<file path="src/common/dcache_config.svh">
`ifndef DCACHE_CONFIG_SVH
`define DCACHE_CONFIG_SVH

// byte address into the 32-bit space
`define DC_ADDR_W 32

// one CPU word, eight byte lanes
`define DC_WORD_W 64

// two ways of 16 sets each
`define DC_SETS 16
`define DC_INDEX_W 4

// 32-byte line, four words
`define DC_LINE_WORDS 4
`define DC_OFFSET_W 5

// address bits above index and offset
`define DC_TAG_W 23

`endif

</file>
<file path="src/dcache/lineBuffer.sv">
`timescale 1ns/1ps
`include "dcache_config.svh"

module lineBuffer (
  input  logic                                     clk,
  input  logic                                     rst_n,
  input  logic                                     beatValid_i,
  input  logic [`DC_WORD_W-1:0]                    beatData_i,
  input  logic                                     first_i,
  input  logic [`DC_LINE_WORDS-1:0][`DC_WORD_W-1:0] victimLine_i,
  input  logic [$clog2(`DC_LINE_WORDS)-1:0]        wbIndex_i,
  output logic [`DC_LINE_WORDS-1:0][`DC_WORD_W-1:0] fillLine_o,
  output logic [`DC_WORD_W-1:0]                    wbWord_o
);

  localparam int BeatW = $clog2(`DC_LINE_WORDS);

  logic [BeatW-1:0] beatCnt;

  // cleared while the refill request is pending
  always_ff @(posedge clk or negedge rst_n) begin
    if (!rst_n) begin
      beatCnt <= '0;
    end else if (first_i) begin
      beatCnt <= '0;
    end else if (beatValid_i) begin
      beatCnt <= beatCnt + 1'b1;
    end
  end

  // beats arrive in address order
  always_ff @(posedge clk) begin
    if (beatValid_i) begin
      fillLine_o[beatCnt] <= beatData_i;
    end
  end

  // victim word for the current write beat
  assign wbWord_o = victimLine_i[wbIndex_i];

endmodule

</file>
<file path="config.mk">
export PLATFORM = sky130hd
export DESIGN_NAME = lineBuffer
export DESIGN_NICKNAME = d
export VERILOG_FILES = /design/src/dcache/lineBuffer.sv
export VERILOG_INCLUDE_DIRS = /design/src /design/src/common
export SDC_FILE = /design/constraint.sdc
export NUM_CORES = 1
export LEC_CHECK = 0
export BUFFER_PORTS_ARGS = -buffer_cell sky130_fd_sc_hd__buf_4
export CORE_AREA = 3 3 251 253
export CTS_BUF_LIST = sky130_fd_sc_hd__clkbuf_8
export DETAILED_ROUTE_END_ITERATION = 8
export DIE_AREA = 0 0 254 256
export PLACE_DENSITY = 0.38
export SETUP_SLACK_MARGIN = 0.4
export SLEW_MARGIN = 5
export SYNTH_ARGS = -nofsm -noshare
export SYNTH_HDL_FRONTEND = slang
export SYNTH_SLANG_ARGS = --single-unit
</file>
<file path="constraint.sdc">
create_clock -name clk -period 3.05 [get_ports clk]
set_input_delay 0.305 -clock clk [delete_from_list [all_inputs] [get_ports clk]]
set_output_delay 0.305 -clock clk [all_outputs]
set_load 0.005 [all_outputs]
</file>
==> flow_summary.yaml, run 1 <==
synth:
  synthesis.nets: 680
  synth-async-reset-ratio_pct: 0.7752
  synthTopCellsByCount: "256 x edfxtp_1, 60 x mux4_2, 6 x buf_12, 6 x buf_2"
  synth_area_leaders: "edfxtp_1 81%, mux4_2 14%, buf_12 1.3%"
  synth_seq_area_share_pct: 81.71
  synth_cells: 350
  synth_area_mm2: 0.009469
  synth_top_flop_cell: "edfxtp_1"
  yosysTopAreaCell: "edfxtp_1"
  yosysWarnings: 0
  yosysTopAreaCellShare_pct: 81.18
  synth_edf_count: 256
  synth.most_common_cell: "edfxtp_1"
  ys_seq_elements: 258
  yosysUniqueCellTypes: 14
  synth.avg_cell_area_um2: 27.05
cts:
  cts-root-buf: "clkbuf_8"
  tritoncts: "built"
  ctsResizeCount: 0
  path_clk_slew_ns: 0.05
  clockBufferDepth: 3
  htree_levels: 2
  postCtsSetupBuffers: 0
  numCtsBuffers: 46
  clock_latency_ns: 0.60
  clock_sinks: 258
  cts_hold_buffers: 68
sta:
  tns_ns: 0
  finalSetupViolCount: 0
  fmax_mhz: 512.4
  worstMarginPinSlew_ns: 0.5764
  hold_viol: 0
  max_slew_margin_pct: 61.57
  finalCritPeriodShare_pct: 63.99
  hold_ws_ns: 0.07730
  slew_viol_final: 0
  rsz0062_at_grt: "false"
  period_needed_ns: 1.952
  finalClockSkew_ns: 0.02261
worst_setup_path:
  critPathRequiredTime_ns: 2.74
  cp-end-kind: "primary output"
  crit_type: "input pin to primary output"
  arrival_ns: 1.65
  cp_max_fo: 14
  startpoint_type: "input pin"
  rrSetupSlack_ns: 1.22
  rr_startpoint: "beatCnt[1]$_DFFE_PN0P_"
  timing.rr.end: "fillLine_o[109]$_DFFE_PP_"
  r2r_cells: 4
grt:
  grt_use_total_pct: 13.59
  antenna_found_initial: 7
  grt_pass1_vias: 7830
  grt_pass1_wl_mm: 61.81
  grt_max_degree: 45
  grt_overflow: 0
finish:
  syn2layout_area_growth_pct: 78.18
  fin_util_pct: 27.54
  final_nets: 1439
  drive_gt1_share_pct: 68.36
floorplan:
  initial_core_util_pct: 15.46
  placeableCoreArea_mm2: 0.06126
  die_w_um: 254
  die_area_mm2: 0.06502
  rows: 91
  die_h_um: 256
  ioPinCount: 646
flow_run:
  maxCapViolCount: 0
routing:
  wl_per_cell_um: 23.84
  vias_per_cell: 3.653
  drtIter0Drc: 337
  antenna_left: 0
  num_vias: 7087
  dr.pass1.iters: 4
  wirelength_mm: 46.26
  route.detailed.drc: 0
power_and_ir_drop:
  ir_worst_vdd_mv: 0.2082
  p_leak_nw: 6.820
  p_per_area_mw_per_mm2: 500.7
place:
  gp_congestion: 0.9747
  place.port_buffers: 645
  hpwlAfterDp_mm: 37.50
status:
  status: "completed"
worst_hold_path:
  hp-class: "input pin to asynchronous set/reset pin"
==> power by group <==
part / leakage [nW] / internal (mW) / switching [mW]
clock: 0.486 / 1.61 / 1.48
combinational: 3.96 / 0.729 / 0.522
sequential: 2.38 / 4.08 / 0.0381
total: 6.82 / 6.41 / 2.04
==> flip-flops by register name (all words and copies together) (netlist names) <==
signal      count
beatCnt         2
fillLine_o    256
==> cells by family (layout without fill, tap and decap cells) <==
| group | count (synthesis) | after routing | share of synthesized area (%) |
|---|---|---|---|
| xor+xnor | 1 | 1 | 0.09251 |
| fa+ha+maj | 4 | 4 | 0.5286 |
| buf+inv | 16 | 810 | 1.837 |
| flops | 258 | 258 | 81.71 |
| mux | 65 | 65 | 15.49 |
| other cells | 0 | 6 | 0 |
| simple gates | 6 | 6 | 0.3435 |
==> critical path, stage by stage <==
cell    delay [ns]
buf_4         0.28
buf_4         0.32
mux4_2        0.57
buf_4         0.16
==> cells in the final DEF (no fill, tap or decap) <==
cell / count
ha_1: 4
dlygate4sd3_1: 68
inv_12: 1
diode_2: 6
mux2i_1: 1
nor2_1: 2
and2_4: 4
edfxtp_1: 256
dfrtp_1: 2
clkinv_1: 13
clkbuf_8: 46
bufinv_16: 2
mux4_1: 4
inv_1: 11
buf_12: 6
xnor2_1: 1
mux4_2: 60
inv_8: 2
buf_4: 651
clkinv_2: 9
inv_6: 1
==> final cells by class <==
cell class,instances,area [um^2]
Timing Repair Buffer,725,5688
Tap cell,790,988.4
Multi-Input combinational cell,76,1568
Clock buffer,46,633.1
Fill cell,6305,44380
Antenna cell,6,15.01
Clock inverter,37,235.2
Sequential cell,258,7737
Inverter,2,7.507
==> worst max-delay path by stage <==
| stage | from | to | slack (ns) | cells past startpoint |
|---|---|---|---|---|
| after global routing | wbIndex_i[0] | wbWord_o[3] | 1.02 | 4 |
| after detailed placement | wbIndex_i[0] | wbWord_o[3] | 1.08 | 4 |
| after floorplan | beatCnt[0]$_DFFE_PN0P_ | fillLine_o[128]$_DFFE_PP_ | 0.49 | 3 |
| after CTS | wbIndex_i[0] | wbWord_o[3] | 1.07 | 4 |
| after global placement | wbIndex_i[0] | wbWord_o[3] | 1.07 | 4 |
| final | wbIndex_i[0] | wbWord_o[3] | 1.10 | 4 |
==> through the flow <==
step / cells / area (um^2) / power, mW / setup WS, ns
finish: 1940 / 16870 / 8.449 / 1.098
global route: 1939 / 16870 / 8.879 / 1.016
detailed placement: 1783 / 15310 / 5.389 / 1.082
floorplan: 350 / 9469 / 4.498 / 0.4936
CTS: 1934 / 16860 / 8.649 / 1.075
global placement: 1783 / 15310 / 5.393 / 1.075
==> metal layers <==
layer  GRT usage (%)  up-vias  routed length (um)
met5               0        -                  13
met4           6.276        2                1931
met3           5.863       78                4811
met2           23.27      422               22800
met1           14.37     3525               16700
li1                -     3060                   -
Note: power is estimated with default switching activity, not from simulation.
==> inputs of run 2 (changes only) <==
Settings changed: CORE_AREA 3 3 251 253 to 3 3 247 249, DIE_AREA 0 0 254 256 to 0 0 250 252, PLACE_DENSITY 0.38 to 0.4.
Clock period 3.05 ns to 1.7 ns, I/O delays scaled along.
==> flow_summary.yaml, run 2 (synthesis results as in run 1) <==
finish:
  largest-register: "fillLine_o"
  drive_gt1_share_pct: 70.26
  layout_common_cells: "585 x buf_4, 256 x edfxtp_1, 83 x buf_6"
  top_regs: "fillLine_o x256, beatCnt x2"
  fin_util_pct: 31.08
  syn2layout_area_growth_pct: 93.34
  largest_reg_flops: 256
  final_area_mm2: 0.01831
  final_nets: 1500
  fill_cells: 5931
  multi_input_area_mm2: 0.001556
  stdcell_count: 1978
  regArea_mm2: 0.007737
  layout_commonest_cell: "buf_4"
worst_setup_path:
  max_stage_delay_ns: 0.41
  critPathRequiredTime_ns: 1.99
  startpoint_type: "flip-flop"
  worst_path_max_delay_cell: "dfrtp_1"
  arrival_ns: 1.75
  cp-end-kind: "flip-flop"
  crit_top_cell: "buf_12"
  crit_type: "flip-flop to flip-flop"
  crit_chain: "buf_4 > ha_1 > and2_4 > buf_12 > buf_12"
  cp_max_fo: 9
cts:
  clockBufferDepth: 3
  numCtsBuffers: 38
  tritoncts: "built"
  clock_latency_ns: 0.55
  path_clk_slew_ns: 0.06
  htree_levels: 2
  cts-root-buf: "clkbuf_8"
  clock_sinks: 258
grt:
  grt_use_total_pct: 16.25
  grt_max_degree: 21
  grt_overflow: 0
  grt_pass1_vias: 8114
  antenna_found_initial: 12
  grt_pass1_wl_mm: 70.40
sta:
  tns_ns: 0
  worstMarginPinSlew_ns: 0.1994
  finalSetupViolCount: 0
  setup_slack_ns: 0.2463
  fmax_mhz: 687.9
  finalClockSkew_ns: 0.02311
  period_needed_ns: 1.454
  hold_viol: 0
  hold_ws_ns: 0.3695
  max_slew_margin_pct: 86.71
  rsz0062_at_grt: "true"
  slew_viol_final: 0
  finalCritPeriodShare_pct: 85.51
floorplan:
  placeableCoreArea_mm2: 0.05891
  die_h_um: 252
  die_w_um: 250
  initial_core_util_pct: 16.07
  die_area_mm2: 0.06300
  rows: 89
  ioPinCount: 646
status:
  status: "completed"
routing:
  antenna_left: 0
  wirelength_mm: 54.19
  vias_per_cell: 3.791
  wl_per_cell_um: 27.39
  num_vias: 7499
  drtIter0Drc: 350
  route.detailed.drc: 0
  dr.pass1.iters: 4
power_and_ir_drop:
  p_leak_nw: 7.441
  fin_total_pwr_mw: 14.78
  ir_worst_vdd_mv: 0.4736
  p_per_area_mw_per_mm2: 807.1
place:
  dp.cells: 1778
  place.port_buffers: 645
  hpwlAfterDp_mm: 43.62
  place_ws_ns: 0.05121
  placed_cell_area_mm2: 0.01545
  gp_congestion: 0.8979
flow_run:
  maxCapViolCount: 0
worst_hold_path:
  hp-class: "input pin to flip-flop"
run 2: worst max-delay path: cells and delay by family (launching register included):
family	cells	cell delay (ns)
flops	1	0.41
simple gates	1	0.17
fa+ha+maj	1	0.19
buf+inv	3	0.44
run 2: where the power goes:
group | internal [mW] | switching (mW) | total, mW | leakage, nW
combinational | 1.76 | 1.19 | 2.95 | 4.68
sequential | 7.31 | 0.0772 | 7.39 | 2.38
clock | 2.15 | 2.29 | 4.44 | 0.381
total | 11.2 | 3.56 | 14.8 | 7.44
run 2: worst paths after layout:
check / from / to / slack [ns] / cells after the start
worst max-delay path: beatCnt[0]$_DFFE_PN0P_ / fillLine_o[80]$_DFFE_PP_ / 0.25 / 5
worst min-delay path: beatData_i[0] / fillLine_o[192]$_DFFE_PP_ / 0.37 / 2
worst max register to register: beatCnt[0]$_DFFE_PN0P_ / fillLine_o[80]$_DFFE_PP_ / 0.25 / 5
worst min register to register: beatCnt[1]$_DFFE_PN0P_ / beatCnt[1]$_DFFE_PN0P_ / 0.60 / 2
max in group asynchronous: rst_n / beatCnt[0]$_DFFE_PN0P_ / 1.04 / 3
min in group asynchronous: rst_n / beatCnt[1]$_DFFE_PN0P_ / 0.53 / 3
run 2: cell type report:
type | instances | share of cell area, %
clock buffers | 39 | 2.932
inverters | 2 | 0.04101
clock inverters | 28 | 0.6903
well taps | 773 | 5.283
flip-flops and latches | 258 | 42.26
multi-input cells | 76 | 8.502
diodes | 8 | 0.1093
repair buffers | 794 | 40.18
run 2: timing repair:
item | CTS | global route
cloned | 17 | 9
buffers inserted | 28 | 3
hold buffers | 68 | 0
pin swaps | 0 | 0
gates resized for setup | 64 | 68
endpoints found under the hold margin | 260 | 0
endpoints found under the setup margin | 317 | 351
run 2: metal layers:
layer  wire, um  share of wire [%]  GRT usage (%)  vias to the layer above
met3       5359                9.9          6.041                       70
met5         36              0.066              0                        -
met2      26760                 49          27.88                      512
met1      20390                 38          18.91                     3727
met4       1637                3.0          5.126                        6
li1           -                  -              -                     3184
==> inputs of run 3 (changes only) <==
--- a/config.mk
+++ b/config.mk
@@ -7,4 +7,5 @@
 export NUM_CORES = 1
 export LEC_CHECK = 0
+export ABC_CLOCK_PERIOD_IN_PS = 1700
 export BUFFER_PORTS_ARGS = -buffer_cell sky130_fd_sc_hd__buf_4
 export CORE_AREA = 3 3 247 249
==> constraint.sdc (replaced) <==
create_clock -name clk -period 1.7 [get_ports clk]
set_input_delay 0.17 -clock clk [delete_from_list [all_inputs] [get_ports clk]]
set_output_delay 0.17 -clock clk [all_outputs]
set_load 0.05 [all_outputs]
==> flow_summary.yaml, run 3 (synthesis results as in run 1) <==
sta:
  finalCritPeriodShare_pct: 88.02
  period_needed_ns: 1.496
  rsz0062_at_grt: "true"
  hold_ws_ns: 0.3585
  finalClockSkew_ns: 0.01988
  fmax_mhz: 668.3
  slew_viol_final: 0
  hold_viol: 0
  max_slew_margin_pct: 83.65
  worstMarginPinSlew_ns: 0.2453
  finalSetupViolCount: 0
  tns_ns: 0
grt:
  antenna_found_initial: 6
  grt_overflow: 0
  grt_pass1_wl_mm: 63.33
  grt_use_total_pct: 14.17
  grt_pass1_vias: 7854
  grt_max_degree: 41
place:
  placed_cell_area_mm2: 0.01540
  gp_congestion: 0.9019
  place.port_buffers: 645
  hpwlAfterDp_mm: 37.93
floorplan:
  die_area_mm2: 0.06300
  ioPinCount: 646
  rows: 89
  die_h_um: 252
  die_w_um: 250
  placeableCoreArea_mm2: 0.05891
  initial_core_util_pct: 16.07
cts:
  htree_levels: 2
  clock_sinks: 258
  clockBufferDepth: 3
  cts-root-buf: "clkbuf_8"
  numCtsBuffers: 38
  tritoncts: "built"
  clock_latency_ns: 0.54
  path_clk_slew_ns: 0.06
worst_setup_path:
  crit_path_start: "beatCnt[0]$_DFFE_PN0P_"
  cp-end-kind: "flip-flop"
  crit_type: "flip-flop to flip-flop"
  r2r_cells: 5
  arrival_ns: 1.71
  timing.rr.end: "fillLine_o[70]$_DFFE_PP_"
  rrSetupSlack_ns: 0.20
  rr_startpoint: "beatCnt[0]$_DFFE_PN0P_"
  critPathRequiredTime_ns: 1.91
  startpoint_type: "flip-flop"
  cp_max_fo: 25
routing:
  wl_per_cell_um: 24.79
  wirelength_mm: 48.67
  num_vias: 7349
  dr.pass1.iters: 4
  route.detailed.drc: 0
  vias_per_cell: 3.744
  drtIter0Drc: 402
  antenna_left: 0
finish:
  drive_gt1_share_pct: 70.82
  final_area_mm2: 0.01932
  top_regs: "fillLine_o x256, beatCnt x2"
  largest_reg_flops: 256
  largest-register: "fillLine_o"
  fill_cells: 5803
  layout_common_cells: "333 x buf_4, 319 x buf_6, 256 x edfxtp_1"
  layout_commonest_cell: "buf_4"
  syn2layout_area_growth_pct: 104.1
  final_nets: 1495
power_and_ir_drop:
  ir_worst_vdd_mv: 0.4891
  p_per_area_mw_per_mm2: 848.7
  p_leak_nw: 7.736
worst_hold_path:
  whs_path_depth: 3
  worstHoldStart: "first_i"
  worst_hold_path.endpoint: "beatCnt[1]$_DFFE_PN0P_"
  hp-class: "input pin to flip-flop"
status:
  status: "completed"
flow_run:
  maxCapViolCount: 0
-- run 3: cell count changes in the layout (fill, tap and decap cells not counted), sizes merged --
cell | before | now
buf | 716 | 707
inv | 14 | 10
clkinv | 15 | 14
clkinvlp | 1 | 2
diode | 8 | 1
bufbuf | 2 | 1
clkbuf | 47 | 52
bufinv | 0 | 1
-- run 3: worst max path at each step --
stage,slack (ns),endpoint,cells past startpoint
after floorplan,0.17,fillLine_o[128]$_DFFE_PP_,3
after global routing,0.15,fillLine_o[70]$_DFFE_PP_,5
after detailed placement,0.05,wbWord_o[11],4
after CTS,0.23,fillLine_o[79],1
after global placement,0.05,wbWord_o[11],4
final,0.20,fillLine_o[70]$_DFFE_PP_,5
-- run 3: report_power, final --
part	internal (mW)	leakage (nW)	switching, mW
sequential	7.32	2.38	0.116
combinational	1.96	4.99	2.38
clock	2.29	0.369	2.33
-- run 3: layout make-up --
| type | instances | area, um^2 | area share, % |
|---|---|---|---|
| Timing Repair Buffer | 789 | 8337 | 43.15 |
| Sequential cell | 258 | 7739 | 40.05 |
| Multi-Input combinational cell | 76 | 1590 | 8.230 |
| Tap cell | 773 | 967.2 | 5.006 |
| Clock buffer | 39 | 536.8 | 2.778 |
| Clock inverter | 25 | 140.1 | 0.7252 |
| Inverter | 2 | 10.01 | 0.05180 |
| Antenna cell | 1 | 2.502 | 0.01295 |
-- run 3: through the flow --
| step | total power [mW] | utilization [%] | cells | worst slack [ns] |
|---|---|---|---|---|
| 6_report | 16.40 | 32.80 | 1963 | 0.2036 |
| 5_1_grt | 17.05 | 32.80 | 1963 | 0.1526 |
| 2_1_floorplan | 9.423 | - | 350 | 0.1690 |
| 3_5_place_dp | 11.04 | 26.15 | 1775 | 0.05111 |
| 4_1_cts | 16.42 | 31.62 | 1941 | 0.2251 |
| 3_3_place_gp | 11.05 | 26.15 | 1775 | 0.05454 |
-- run 3: what timing repair did --
| item | in CTS | in global routing |
|---|---|---|
| buffers inserted | 18 | 6 |
| setup endpoints to repair | 553 | 537 |
| gates resized for setup | 320 | 72 |
| hold buffers | 68 | 0 |
| hold endpoints to repair | 260 | 0 |
| gates cloned | 16 | 15 |
| pin swaps | 0 | 0 |
-- run 3: critical path: stages, from the launching register on --
cell and delay, ns:
dfrtp_1 0.38, buf_6 0.11, buf_6 0.10, ha_4 0.12, and2_4 0.22, buf_12 0.22
-- run 3: metal layers --
layer	share of wire [%]	track usage [%]
met1	36	15.55
met3	10	5.618
met4	1.3	2.901
met2	52	25.92
met5	0.11	0
