==> src/common/dcache_config.svh <==
`ifndef DCACHE_CONFIG_SVH
`define DCACHE_CONFIG_SVH

// byte address into the 32-bit space
`define DC_ADDR_W 32

// one CPU word, eight byte lanes
`define DC_WORD_W 64

// two ways of 16 sets each
`define DC_SETS 16
`define DC_INDEX_W 4

// 32-byte line, four words
`define DC_LINE_WORDS 4
`define DC_OFFSET_W 5

// address bits above index and offset
`define DC_TAG_W 23

`endif

==> src/dcache/tagStore.sv <==
`timescale 1ns/1ps
`include "dcache_config.svh"

module tagStore (
  input  logic                  clk,
  input  logic                  rst_n,
  input  logic [`DC_ADDR_W-1:0] addr_i,
  input  logic                  fill_i,
  input  logic                  touch_i,
  input  logic                  fillWay_i,
  input  logic                  storeHit_i,
  output logic                  hit_o,
  output logic                  hitWay_o,
  output logic                  victimWay_o,
  output logic                  victimDirty_o,
  output logic [`DC_ADDR_W-1:0] victimAddr_o
);

  logic [`DC_TAG_W-1:0] tags [2][`DC_SETS];
  logic [1:0][`DC_SETS-1:0] valid;
  logic [1:0][`DC_SETS-1:0] dirty;
  // least recently used way of each set
  logic [`DC_SETS-1:0] lru;

  logic [`DC_INDEX_W-1:0] index;
  logic [`DC_TAG_W-1:0] tag;
  logic [1:0] wayHit;

  assign index = addr_i[`DC_OFFSET_W +: `DC_INDEX_W];
  assign tag = addr_i[`DC_ADDR_W-1 -: `DC_TAG_W];

  always_comb begin
    for (int w = 0; w < 2; w++) begin
      wayHit[w] = valid[w][index] && (tags[w][index] == tag);
    end
  end

  assign hit_o = |wayHit;
  assign hitWay_o = wayHit[1];

  // empty way first, way 0 before way 1, else LRU
  assign victimWay_o = !valid[0][index] ? 1'b0 :
                       !valid[1][index] ? 1'b1 : lru[index];
  assign victimDirty_o = valid[victimWay_o][index] && dirty[victimWay_o][index];
  assign victimAddr_o = {tags[victimWay_o][index], index, {`DC_OFFSET_W{1'b0}}};

  always_ff @(posedge clk) begin
    if (fill_i) begin
      tags[fillWay_i][index] <= tag;
    end
  end

  always_ff @(posedge clk or negedge rst_n) begin
    if (!rst_n) begin
      valid <= '0;
      dirty <= '0;
      lru <= '0;
    end else if (fill_i) begin
      valid[fillWay_i][index] <= 1'b1;
      dirty[fillWay_i][index] <= 1'b0;
      lru[index] <= ~fillWay_i;
    end else begin
      if (touch_i) begin
        lru[index] <= ~fillWay_i;
      end
      if (storeHit_i) begin
        dirty[fillWay_i][index] <= 1'b1;
      end
    end
  end

endmodule

==> config.mk <==
export PLATFORM = sky130hd
export DESIGN_NAME = tagStore
export DESIGN_NICKNAME = d
export VERILOG_FILES = /design/src/dcache/tagStore.sv
export VERILOG_INCLUDE_DIRS = /design/src /design/src/common
export SDC_FILE = /design/constraint.sdc
export NUM_CORES = 1
export LEC_CHECK = 0
export BUFFER_PORTS_ARGS = -buffer_cell sky130_fd_sc_hd__buf_2
export CELL_PAD_IN_SITES_DETAIL_PLACEMENT = 0
export CELL_PAD_IN_SITES_GLOBAL_PLACEMENT = 1
export CORE_MARGIN = 4
export CORE_UTILIZATION = 55
export DETAILED_ROUTE_END_ITERATION = 10
export HOLD_SLACK_MARGIN = 0.12
export PLACE_DENSITY = 0.86
export SYNTH_ARGS = -nofsm -noshare
export SYNTH_HDL_FRONTEND = slang
export SYNTH_SLANG_ARGS = --single-unit
==> constraint.sdc <==
create_clock -name clk -period 13.3 [get_ports clk]
set_clock_uncertainty 0.15 [all_clocks]
set_input_delay 2.66 -clock clk [delete_from_list [all_inputs] [get_ports clk]]
set_output_delay 2.66 -clock clk [all_outputs]
set_load 0.01 [all_outputs]
==> flow_results.xml, run 1 <==
<?xml version="1.0" encoding="UTF-8"?>
<metrics>
  <group name="synthesis">
    <metric name="count_of_flip_flops_with_a_built_in_enable_after_synthesis" unit="">736</metric>
    <metric name="ys_async_sr_fraction" unit="">0.09804</metric>
    <metric name="synth_top_flop_cell" unit="">edfxtp_1</metric>
    <metric name="synthesis.area_per_instance" unit="sq um">21.28</metric>
    <metric name="synth_seq_area_share" unit="">0.7230</metric>
    <metric name="netlist_instances" unit="">1567</metric>
    <metric name="synthesis.area" unit="sq mm">0.03334</metric>
    <metric name="area_share_of_the_largest_cell_type_after_synthesis" unit="">0.6629</metric>
    <metric name="synth-seq-cells" unit="">816</metric>
    <metric name="synth_top_cell_by_area" unit="">edfxtp_1</metric>
    <metric name="yosys-top-cells-area" unit="">edfxtp_1, mux4_2, dfrtp_1</metric>
    <metric name="synth.lib_cells_used.distinct" unit="">39</metric>
    <metric name="ys.warnings.count" unit="">0</metric>
  </group>
  <group name="critical_path">
    <metric name="path_cells" unit="">buf_8 -&gt; mux4_2 -&gt; a22o_1 -&gt; nor2_1 -&gt; a21o_4 -&gt; inv_1 -&gt; mux2i_1 -&gt; nand4_1 -&gt; o2bb2ai_1 -&gt; nor4_1 -&gt; buf_2</metric>
    <metric name="critical_path_cell_count" unit="">11</metric>
    <metric name="worst_setup_path_start_kind" unit="">primary input</metric>
    <metric name="critical-path-max-stage-delay" unit="ns">0.72</metric>
    <metric name="timing.critical_path.from" unit="">addr_i[5]</metric>
    <metric name="worstPathArrival" unit="ns">7.06</metric>
    <metric name="worst-setup-path-type" unit="">primary input to output pin</metric>
    <metric name="worst_r2r_endpoint" unit="">valid[16]</metric>
    <metric name="timing.critical_path.to" unit="">victimDirty_o</metric>
    <metric name="regToRegStartpoint" unit="">valid[16]</metric>
    <metric name="crit_required" unit="ns">10.49</metric>
    <metric name="crit_path_end_kind" unit="">output pin</metric>
    <metric name="setup.reg_to_reg.worst_slack" unit="ns">12.33</metric>
    <metric name="worst-path-buf-inv" unit="">3</metric>
    <metric name="worst_path_max_delay_cell" unit="">a21o_4</metric>
    <metric name="path_max_fanout" unit="">67</metric>
    <metric name="worst_r2r_path_depth" unit="">1</metric>
    <metric name="critPathTopFamily" unit="">buffers and inverters</metric>
  </group>
  <group name="sta">
    <metric name="timing.max_slew.rel_slack" unit="">0.06339</metric>
    <metric name="timing.final.setup_violations" unit="">0</metric>
    <metric name="maxSlewViolCount" unit="">0</metric>
    <metric name="rsz0062_at_grt" unit="">no</metric>
    <metric name="maxClockFrequency" unit="GHz">0.1013</metric>
    <metric name="final_period_minus_worst_setup_slack" unit="ns">9.874</metric>
    <metric name="fin_crit_sh" unit="">0.7424</metric>
    <metric name="final.setup.tns" unit="ns">0</metric>
    <metric name="worst_pin_slew" unit="ns">1.402</metric>
    <metric name="final_report_hold_violation_count" unit="">0</metric>
  </group>
  <group name="clock_network">
    <metric name="cts-root-buf" unit="">clkbuf_16</metric>
    <metric name="cts-hold-fix-buffers" unit="">0</metric>
    <metric name="htree_num_levels" unit="">3</metric>
    <metric name="tritoncts.num_buffers" unit="">80</metric>
    <metric name="post_cts.resized_instances" unit="">0</metric>
    <metric name="clock_insertion_delay_worst_skew" unit="ns">0.61</metric>
    <metric name="cts_tree" unit="">built</metric>
    <metric name="clock-sinks" unit="">816</metric>
    <metric name="clk_pin_slew" unit="ns">0.06</metric>
    <metric name="clk_buf_depth" unit="">3</metric>
    <metric name="postCtsSetupRepairBufs" unit="">0</metric>
  </group>
  <group name="detailed_routing">
    <metric name="drt-wirelength-per-cell" unit="microns">32.13</metric>
    <metric name="drt_pass1_iterations" unit="">5</metric>
    <metric name="antenna_violating_nets_post_route" unit="">0</metric>
    <metric name="drc_errors" unit="">0</metric>
    <metric name="final_routed_wirelength_across_all_metal_layers" unit="microns">79940</metric>
    <metric name="first_iter_violations" unit="">2388</metric>
    <metric name="viasPerCell" unit="">6.746</metric>
    <metric name="vias" unit="">16780</metric>
  </group>
  <group name="placement">
    <metric name="buffer_ports.inserted" unit="">63</metric>
    <metric name="dpl-instance-area" unit="sq mm">0.03469</metric>
    <metric name="detailed_place_hpwl" unit="microns">40600</metric>
    <metric name="gpl.final_weighted_congestion" unit="">0.7812</metric>
    <metric name="post-place-cells" unit="">2347</metric>
  </group>
  <group name="pwr">
    <metric name="internal_power" unit="W">0.004473</metric>
    <metric name="share_seq_of_total_power" unit="">0.509</metric>
    <metric name="switching_fraction" unit="">0.2192</metric>
    <metric name="power.ir.vdd_worst" unit="V">0.00009514</metric>
    <metric name="power.static_leakage" unit="nW">12.02</metric>
    <metric name="total_switching_power" unit="W">0.001256</metric>
    <metric name="power_frac_comb" unit="">0.093</metric>
    <metric name="power_per_cell_area" unit="mW/mm^2">153.5</metric>
    <metric name="clkPwrFrac" unit="">0.398</metric>
  </group>
  <group name="grt">
    <metric name="antenna_found_initial" unit="">0</metric>
    <metric name="global_route.usage.total" unit="">0.2530</metric>
    <metric name="grt_start_max_net_pins" unit="">145</metric>
    <metric name="grt_first_pass_wirelength" unit="microns">116600</metric>
    <metric name="grt_overflow" unit="">0</metric>
    <metric name="first_global_vias" unit="">17050</metric>
  </group>
  <group name="final_layout">
    <metric name="instances_no_fill" unit="">2488</metric>
    <metric name="fillerInstances" unit="">3950</metric>
    <metric name="final_nets" unit="">1694</metric>
    <metric name="antenna_fix_cells" unit="">0</metric>
    <metric name="areaGrowthSynthToFinish" unit="%">11.92</metric>
    <metric name="layout-drive-gt1-share" unit="">0.3464</metric>
    <metric name="final_cell_area" unit="sq mm">0.03731</metric>
  </group>
  <group name="run_status">
    <metric name="status" unit="">finished clean</metric>
  </group>
  <group name="floorplan">
    <metric name="chipWidth" unit="microns">254.2</metric>
    <metric name="die_area" unit="sq mm">0.06462</metric>
    <metric name="rows" unit="">89</metric>
    <metric name="die_h" unit="microns">254.2</metric>
    <metric name="initial_core_util" unit="">0.5606</metric>
    <metric name="core-area" unit="sq mm">0.05946</metric>
    <metric name="ios" unit="">74</metric>
  </group>
  <group name="flow_run">
    <metric name="cap_viol_max_count" unit="">0</metric>
  </group>
  <group name="worst_hold_path">
    <metric name="min_path_type" unit="">flip-flop to flip-flop</metric>
  </group>
</metrics>
-- kinds of logic after synthesis --
family | synth area share
DFF | 0.7230
muxes | 0.2041
and+or+nand+nor | 0.02605
buffers and inverters | 0.01648
AOI/OAI and AO/OA | 0.01817
xor gates and xnor gates | 0.01208
other | 0.0001125
-- metrics by stage --
stage / setup slack (ns) / hold slack (ns) / power, W / utilization
after floorplan: 5.059 / 0.2837 / 0.003331 / -
after CTS: 3.298 / 0.3171 / 0.005760 / 0.6275
after global placement: 3.313 / 0.2958 / 0.003479 / 0.5834
final: 3.426 / 0.3158 / 0.005729 / 0.6275
after global routing: 3.075 / 0.3282 / 0.005920 / 0.6275
after detailed placement: 3.305 / 0.3025 / 0.003498 / 0.5834
-- synthesized netlist by cell type (4+ instances only) --
| master | count |
|---|---|
| a211oi_1 | 4 |
| a21oi_1 | 35 |
| a22o_1 | 4 |
| a22oi_1 | 4 |
| a31oi_1 | 8 |
| buf_1 | 6 |
| buf_2 | 18 |
| buf_4 | 26 |
| clkbuf_1 | 45 |
| dfrtp_1 | 80 |
| edfxtp_1 | 736 |
| mux2_2 | 23 |
| mux2i_1 | 6 |
| mux4_2 | 288 |
| nand2_1 | 31 |
| nand2b_1 | 5 |
| nand4_1 | 7 |
| nor2_1 | 91 |
| nor2b_1 | 5 |
| nor4_1 | 9 |
| o21ai_0 | 20 |
| o31ai_1 | 16 |
| or2_2 | 34 |
| xnor2_1 | 19 |
| xor2_1 | 27 |
-- metal layers --
layer | routed length, microns | share of wire | global-route usage | up-vias
met5 | 0 | 0 | 0 | -
met1 | 29760 | 0.37 | 0.3596 | 8875
li1 | - | - | - | 6701
met2 | 39570 | 0.49 | 0.4032 | 1034
met3 | 7933 | 0.099 | 0.05191 | 174
met4 | 2671 | 0.033 | 0.08589 | 0
-- flip-flops by register name, summed over array words and instances, names as in the netlist, named ones only --
name   count
tags     736
valid     32
lru       16
-- worst min path at each step --
stage	startpoint	endpoint	cells after the start
after floorplan	valid[10]	valid[10]	1
after global placement	valid[15]	valid[15]	1
after detailed placement	valid[11]	valid[11]	1
after CTS	valid[12]	valid[12]	1
after global routing	valid[3]	valid[3]	1
final	valid[12]	valid[12]	1
-- cell usage in the layout, fill, tap and decap left out, types with 7 or more instances in the layout --
cell type,n
edfxtp_1,736
mux4_2,288
clkbuf_16,83
dfrtp_1,80
nor2_1,58
buf_2,58
buf_4,41
a21oi_1,35
or2_2,34
nor2_4,32
nand2_1,31
xor2_1,27
mux2_2,23
o21ai_0,20
xnor2_1,19
clkbuf_1,19
o31ai_1,16
clkinv_1,12
bufinv_16,10
clkinv_2,10
nor4_1,9
a31oi_1,8
nand4_1,7
-- power by group through the flow --
stage	logic (W)	clock network (W)	registers, W
6_report	0.000532	0.00228	0.00292
5_1_grt	0.000576	0.00242	0.00292
4_1_cts	0.000537	0.00231	0.00292
3_5_place_dp	0.000531	0	0.00297
3_3_place_gp	0.000519	0	0.00296
2_1_floorplan	0.000376	0	0.00295
-- final cells by class --
class	count	area [sq um]	area share
repair buffers	103	666.9	0.01787
multi-input cells	654	8954	0.2400
inverters	1	3.754	0.0001006
well taps	773	967.2	0.02592
clock buffers	105	2190	0.05868
clock inverters	36	429.2	0.01150
flip-flops and latches	816	24100	0.6460
Power figures use the tool's default switching activity.
==> run 2, diff against run 1 <==
- clock period: 13.3 -> 9.5 ns (I/O delays scaled with it)
==> run 2 against run 1 <==
Critical path depth is 1 lower. Via count increased by 1.3%. Setup slack worse by 1.9 ns. Cell count rose by 0.56%. Cell area about the same. Register-to-register slack lost 3.8 ns. Sequential share of layout area decreased by 0.054 points. Combinational power increased by 44%. First-iteration DRC count is 5.3% higher. Sequential cell count stayed put. Core utilization grew 0.053 points. Largest cell class unchanged. Largest power group unchanged.
==> flow_results.xml, run 2 (same netlist as run 1, synthesis figures left out) <==
<?xml version="1.0" encoding="UTF-8"?>
<metrics>
  <group name="run_status">
    <metric name="status" unit="">finished clean</metric>
  </group>
  <group name="placement">
    <metric name="buffer_ports.inserted" unit="">63</metric>
    <metric name="gpl.final_weighted_congestion" unit="">0.8103</metric>
    <metric name="post-place-cells" unit="">2355</metric>
    <metric name="detailed_place_hpwl" unit="microns">41540</metric>
  </group>
  <group name="grt">
    <metric name="grt_start_max_net_pins" unit="">83</metric>
    <metric name="met2_grt_util" unit="">0.4145</metric>
    <metric name="antenna_found_initial" unit="">2</metric>
    <metric name="first_global_vias" unit="">17150</metric>
    <metric name="met3_usage" unit="">0.06139</metric>
    <metric name="global_route.usage.total" unit="">0.2626</metric>
    <metric name="grt_overflow" unit="">0</metric>
    <metric name="grtUsageMet1" unit="">0.3752</metric>
    <metric name="global_route.peak_usage_layer" unit="">met2</metric>
    <metric name="grt_first_pass_wirelength" unit="microns">120100</metric>
  </group>
  <group name="final_layout">
    <metric name="areaGrowthSynthToFinish" unit="%">12.02</metric>
    <metric name="layout-drive-gt1-share" unit="">0.3542</metric>
    <metric name="layout.cells.most_common_list" unit="">edfxtp_1, mux4_2, clkbuf_16, dfrtp_1</metric>
    <metric name="instances_no_fill" unit="">2502</metric>
    <metric name="final_nets" unit="">1702</metric>
    <metric name="most_common_library_cell_in_the_layout_ignoring_fill_and_taps" unit="">edfxtp_1</metric>
    <metric name="largestRegisters" unit="">tags: 736 flops, valid: 32 flops, lru: 16 flops</metric>
    <metric name="largest_register_ff_count" unit="">736</metric>
    <metric name="top_register" unit="">tags</metric>
  </group>
  <group name="critical_path">
    <metric name="worst_setup_path_start_kind" unit="">primary input</metric>
    <metric name="worst-path-buf-inv" unit="">3</metric>
    <metric name="critPathTopFamily" unit="">buffers and inverters</metric>
    <metric name="crit_required" unit="ns">7.45</metric>
    <metric name="path_cells" unit="">buf_8 -&gt; buf_4 -&gt; mux4_2 -&gt; mux4_2 -&gt; xor2_1 -&gt; nor4_1 -&gt; nand4_1 -&gt; nor3_2 -&gt; a31o_1 -&gt; buf_2</metric>
    <metric name="crit_path_end_kind" unit="">output pin</metric>
    <metric name="worst-setup-path-type" unit="">primary input to output pin</metric>
    <metric name="critical-path-max-stage-delay" unit="ns">0.69</metric>
    <metric name="worstPathArrival" unit="ns">5.95</metric>
    <metric name="critical-path-top-cell-by-count" unit="">mux4_2</metric>
    <metric name="worst_path_max_delay_cell" unit="">buf_4</metric>
    <metric name="path_max_fanout" unit="">63</metric>
  </group>
  <group name="floorplan">
    <metric name="ios" unit="">74</metric>
    <metric name="rows" unit="">89</metric>
    <metric name="chipWidth" unit="microns">254.2</metric>
    <metric name="die_h" unit="microns">254.2</metric>
    <metric name="initial_core_util" unit="">0.5606</metric>
    <metric name="core-area" unit="sq mm">0.05946</metric>
    <metric name="die_area" unit="sq mm">0.06462</metric>
  </group>
  <group name="sta">
    <metric name="timing.max_slew.rel_slack" unit="">0.06569</metric>
    <metric name="worst_pin_slew" unit="ns">1.399</metric>
    <metric name="final_period_minus_worst_setup_slack" unit="ns">8.001</metric>
    <metric name="maxSlewViolCount" unit="">0</metric>
    <metric name="final_report_hold_violation_count" unit="">0</metric>
    <metric name="hold_slack" unit="ns">0.3096</metric>
    <metric name="maxClockFrequency" unit="GHz">0.1250</metric>
    <metric name="final.setup.tns" unit="ns">0</metric>
    <metric name="rsz0062_at_grt" unit="">no</metric>
    <metric name="fin_crit_sh" unit="">0.8422</metric>
    <metric name="timing.final.setup_violations" unit="">0</metric>
  </group>
  <group name="detailed_routing">
    <metric name="final_routed_wirelength_across_all_metal_layers" unit="microns">83010</metric>
    <metric name="drt-wirelength-per-cell" unit="microns">33.18</metric>
    <metric name="viasPerCell" unit="">6.792</metric>
    <metric name="drc_errors" unit="">0</metric>
    <metric name="drt_pass1_iterations" unit="">5</metric>
    <metric name="first_iter_violations" unit="">2514</metric>
    <metric name="vias" unit="">16990</metric>
    <metric name="antenna_violating_nets_post_route" unit="">0</metric>
  </group>
  <group name="clock_network">
    <metric name="htree_num_levels" unit="">3</metric>
    <metric name="clock-sinks" unit="">816</metric>
    <metric name="cts-hold-fix-buffers" unit="">0</metric>
    <metric name="clock_insertion_delay_worst_skew" unit="ns">0.61</metric>
    <metric name="clk_pin_slew" unit="ns">0.06</metric>
    <metric name="cts-root-buf" unit="">clkbuf_16</metric>
    <metric name="postCtsSetupRepairBufs" unit="">0</metric>
    <metric name="post_cts.resized_instances" unit="">0</metric>
    <metric name="tritoncts.num_buffers" unit="">80</metric>
    <metric name="cts_tree" unit="">built</metric>
    <metric name="clk_buf_depth" unit="">3</metric>
  </group>
  <group name="pwr">
    <metric name="power_per_cell_area" unit="mW/mm^2">212.8</metric>
    <metric name="power.ir.vdd_worst" unit="V">0.0001368</metric>
    <metric name="power.static_leakage" unit="nW">12.05</metric>
  </group>
  <group name="flow_run">
    <metric name="cap_viol_max_count" unit="">0</metric>
  </group>
  <group name="worst_hold_path">
    <metric name="min_path_type" unit="">flip-flop to flip-flop</metric>
  </group>
</metrics>
run 2: path summary, 6_finish.rpt:
| kind | startpoint | endpoint | slack [ns] | cells past startpoint |
|---|---|---|---|---|
| worst min-delay path | valid[11] | valid[11] | 0.31 | 1 |
| min in group asynchronous | rst_n | lru[9] | 1.30 | 1 |
| worst max register to register | valid[24] | valid[24] | 8.53 | 1 |
| worst max-delay path | addr_i[5] | hit_o | 1.50 | 10 |
| max in group asynchronous | rst_n | valid[4] | 7.21 | 1 |
| worst min register to register | valid[11] | valid[11] | 0.31 | 1 |
run 2: layout make-up:
| type | instances | area (sq um) |
|---|---|---|
| flip-flops and latches | 816 | 24100 |
| fillers | 3887 | 22120 |
| multi-input cells | 654 | 8954 |
| clock buffers | 99 | 2188 |
| well taps | 773 | 967.2 |
| repair buffers | 111 | 752.0 |
| clock inverters | 47 | 374.1 |
| inverters | 1 | 3.754 |
| diodes | 1 | 2.502 |
run 2: where the power goes:
| group | internal [W] | total [W] | switching, W |
|---|---|---|---|
| clock network | 0.00177 | 0.00310 | 0.00133 |
| logic | 0.000347 | 0.000765 | 0.000418 |
| registers | 0.00403 | 0.00408 | 0.0000499 |
| total | 0.00615 | 0.00795 | 0.00179 |
run 2: metal layers:
metal | share of wire | vias up
li1 | - | 6719
met1 | 0.37 | 8990
met2 | 0.49 | 1104
met3 | 0.11 | 177
met4 | 0.030 | 4
met5 | 0.00028 | -
run 2: through the flow:
step / total power, W / setup WS [ns] / util / area [sq um]
floorplan: 0.004663 / 2.779 / - / 33350
global placement: 0.004884 / 1.597 / 0.5849 / 34780
detailed placement: 0.004910 / 1.512 / 0.5849 / 34780
CTS: 0.007986 / 1.467 / 0.6280 / 37340
global route: 0.008207 / 1.292 / 0.6280 / 37340
finish: 0.007946 / 1.499 / 0.6280 / 37340
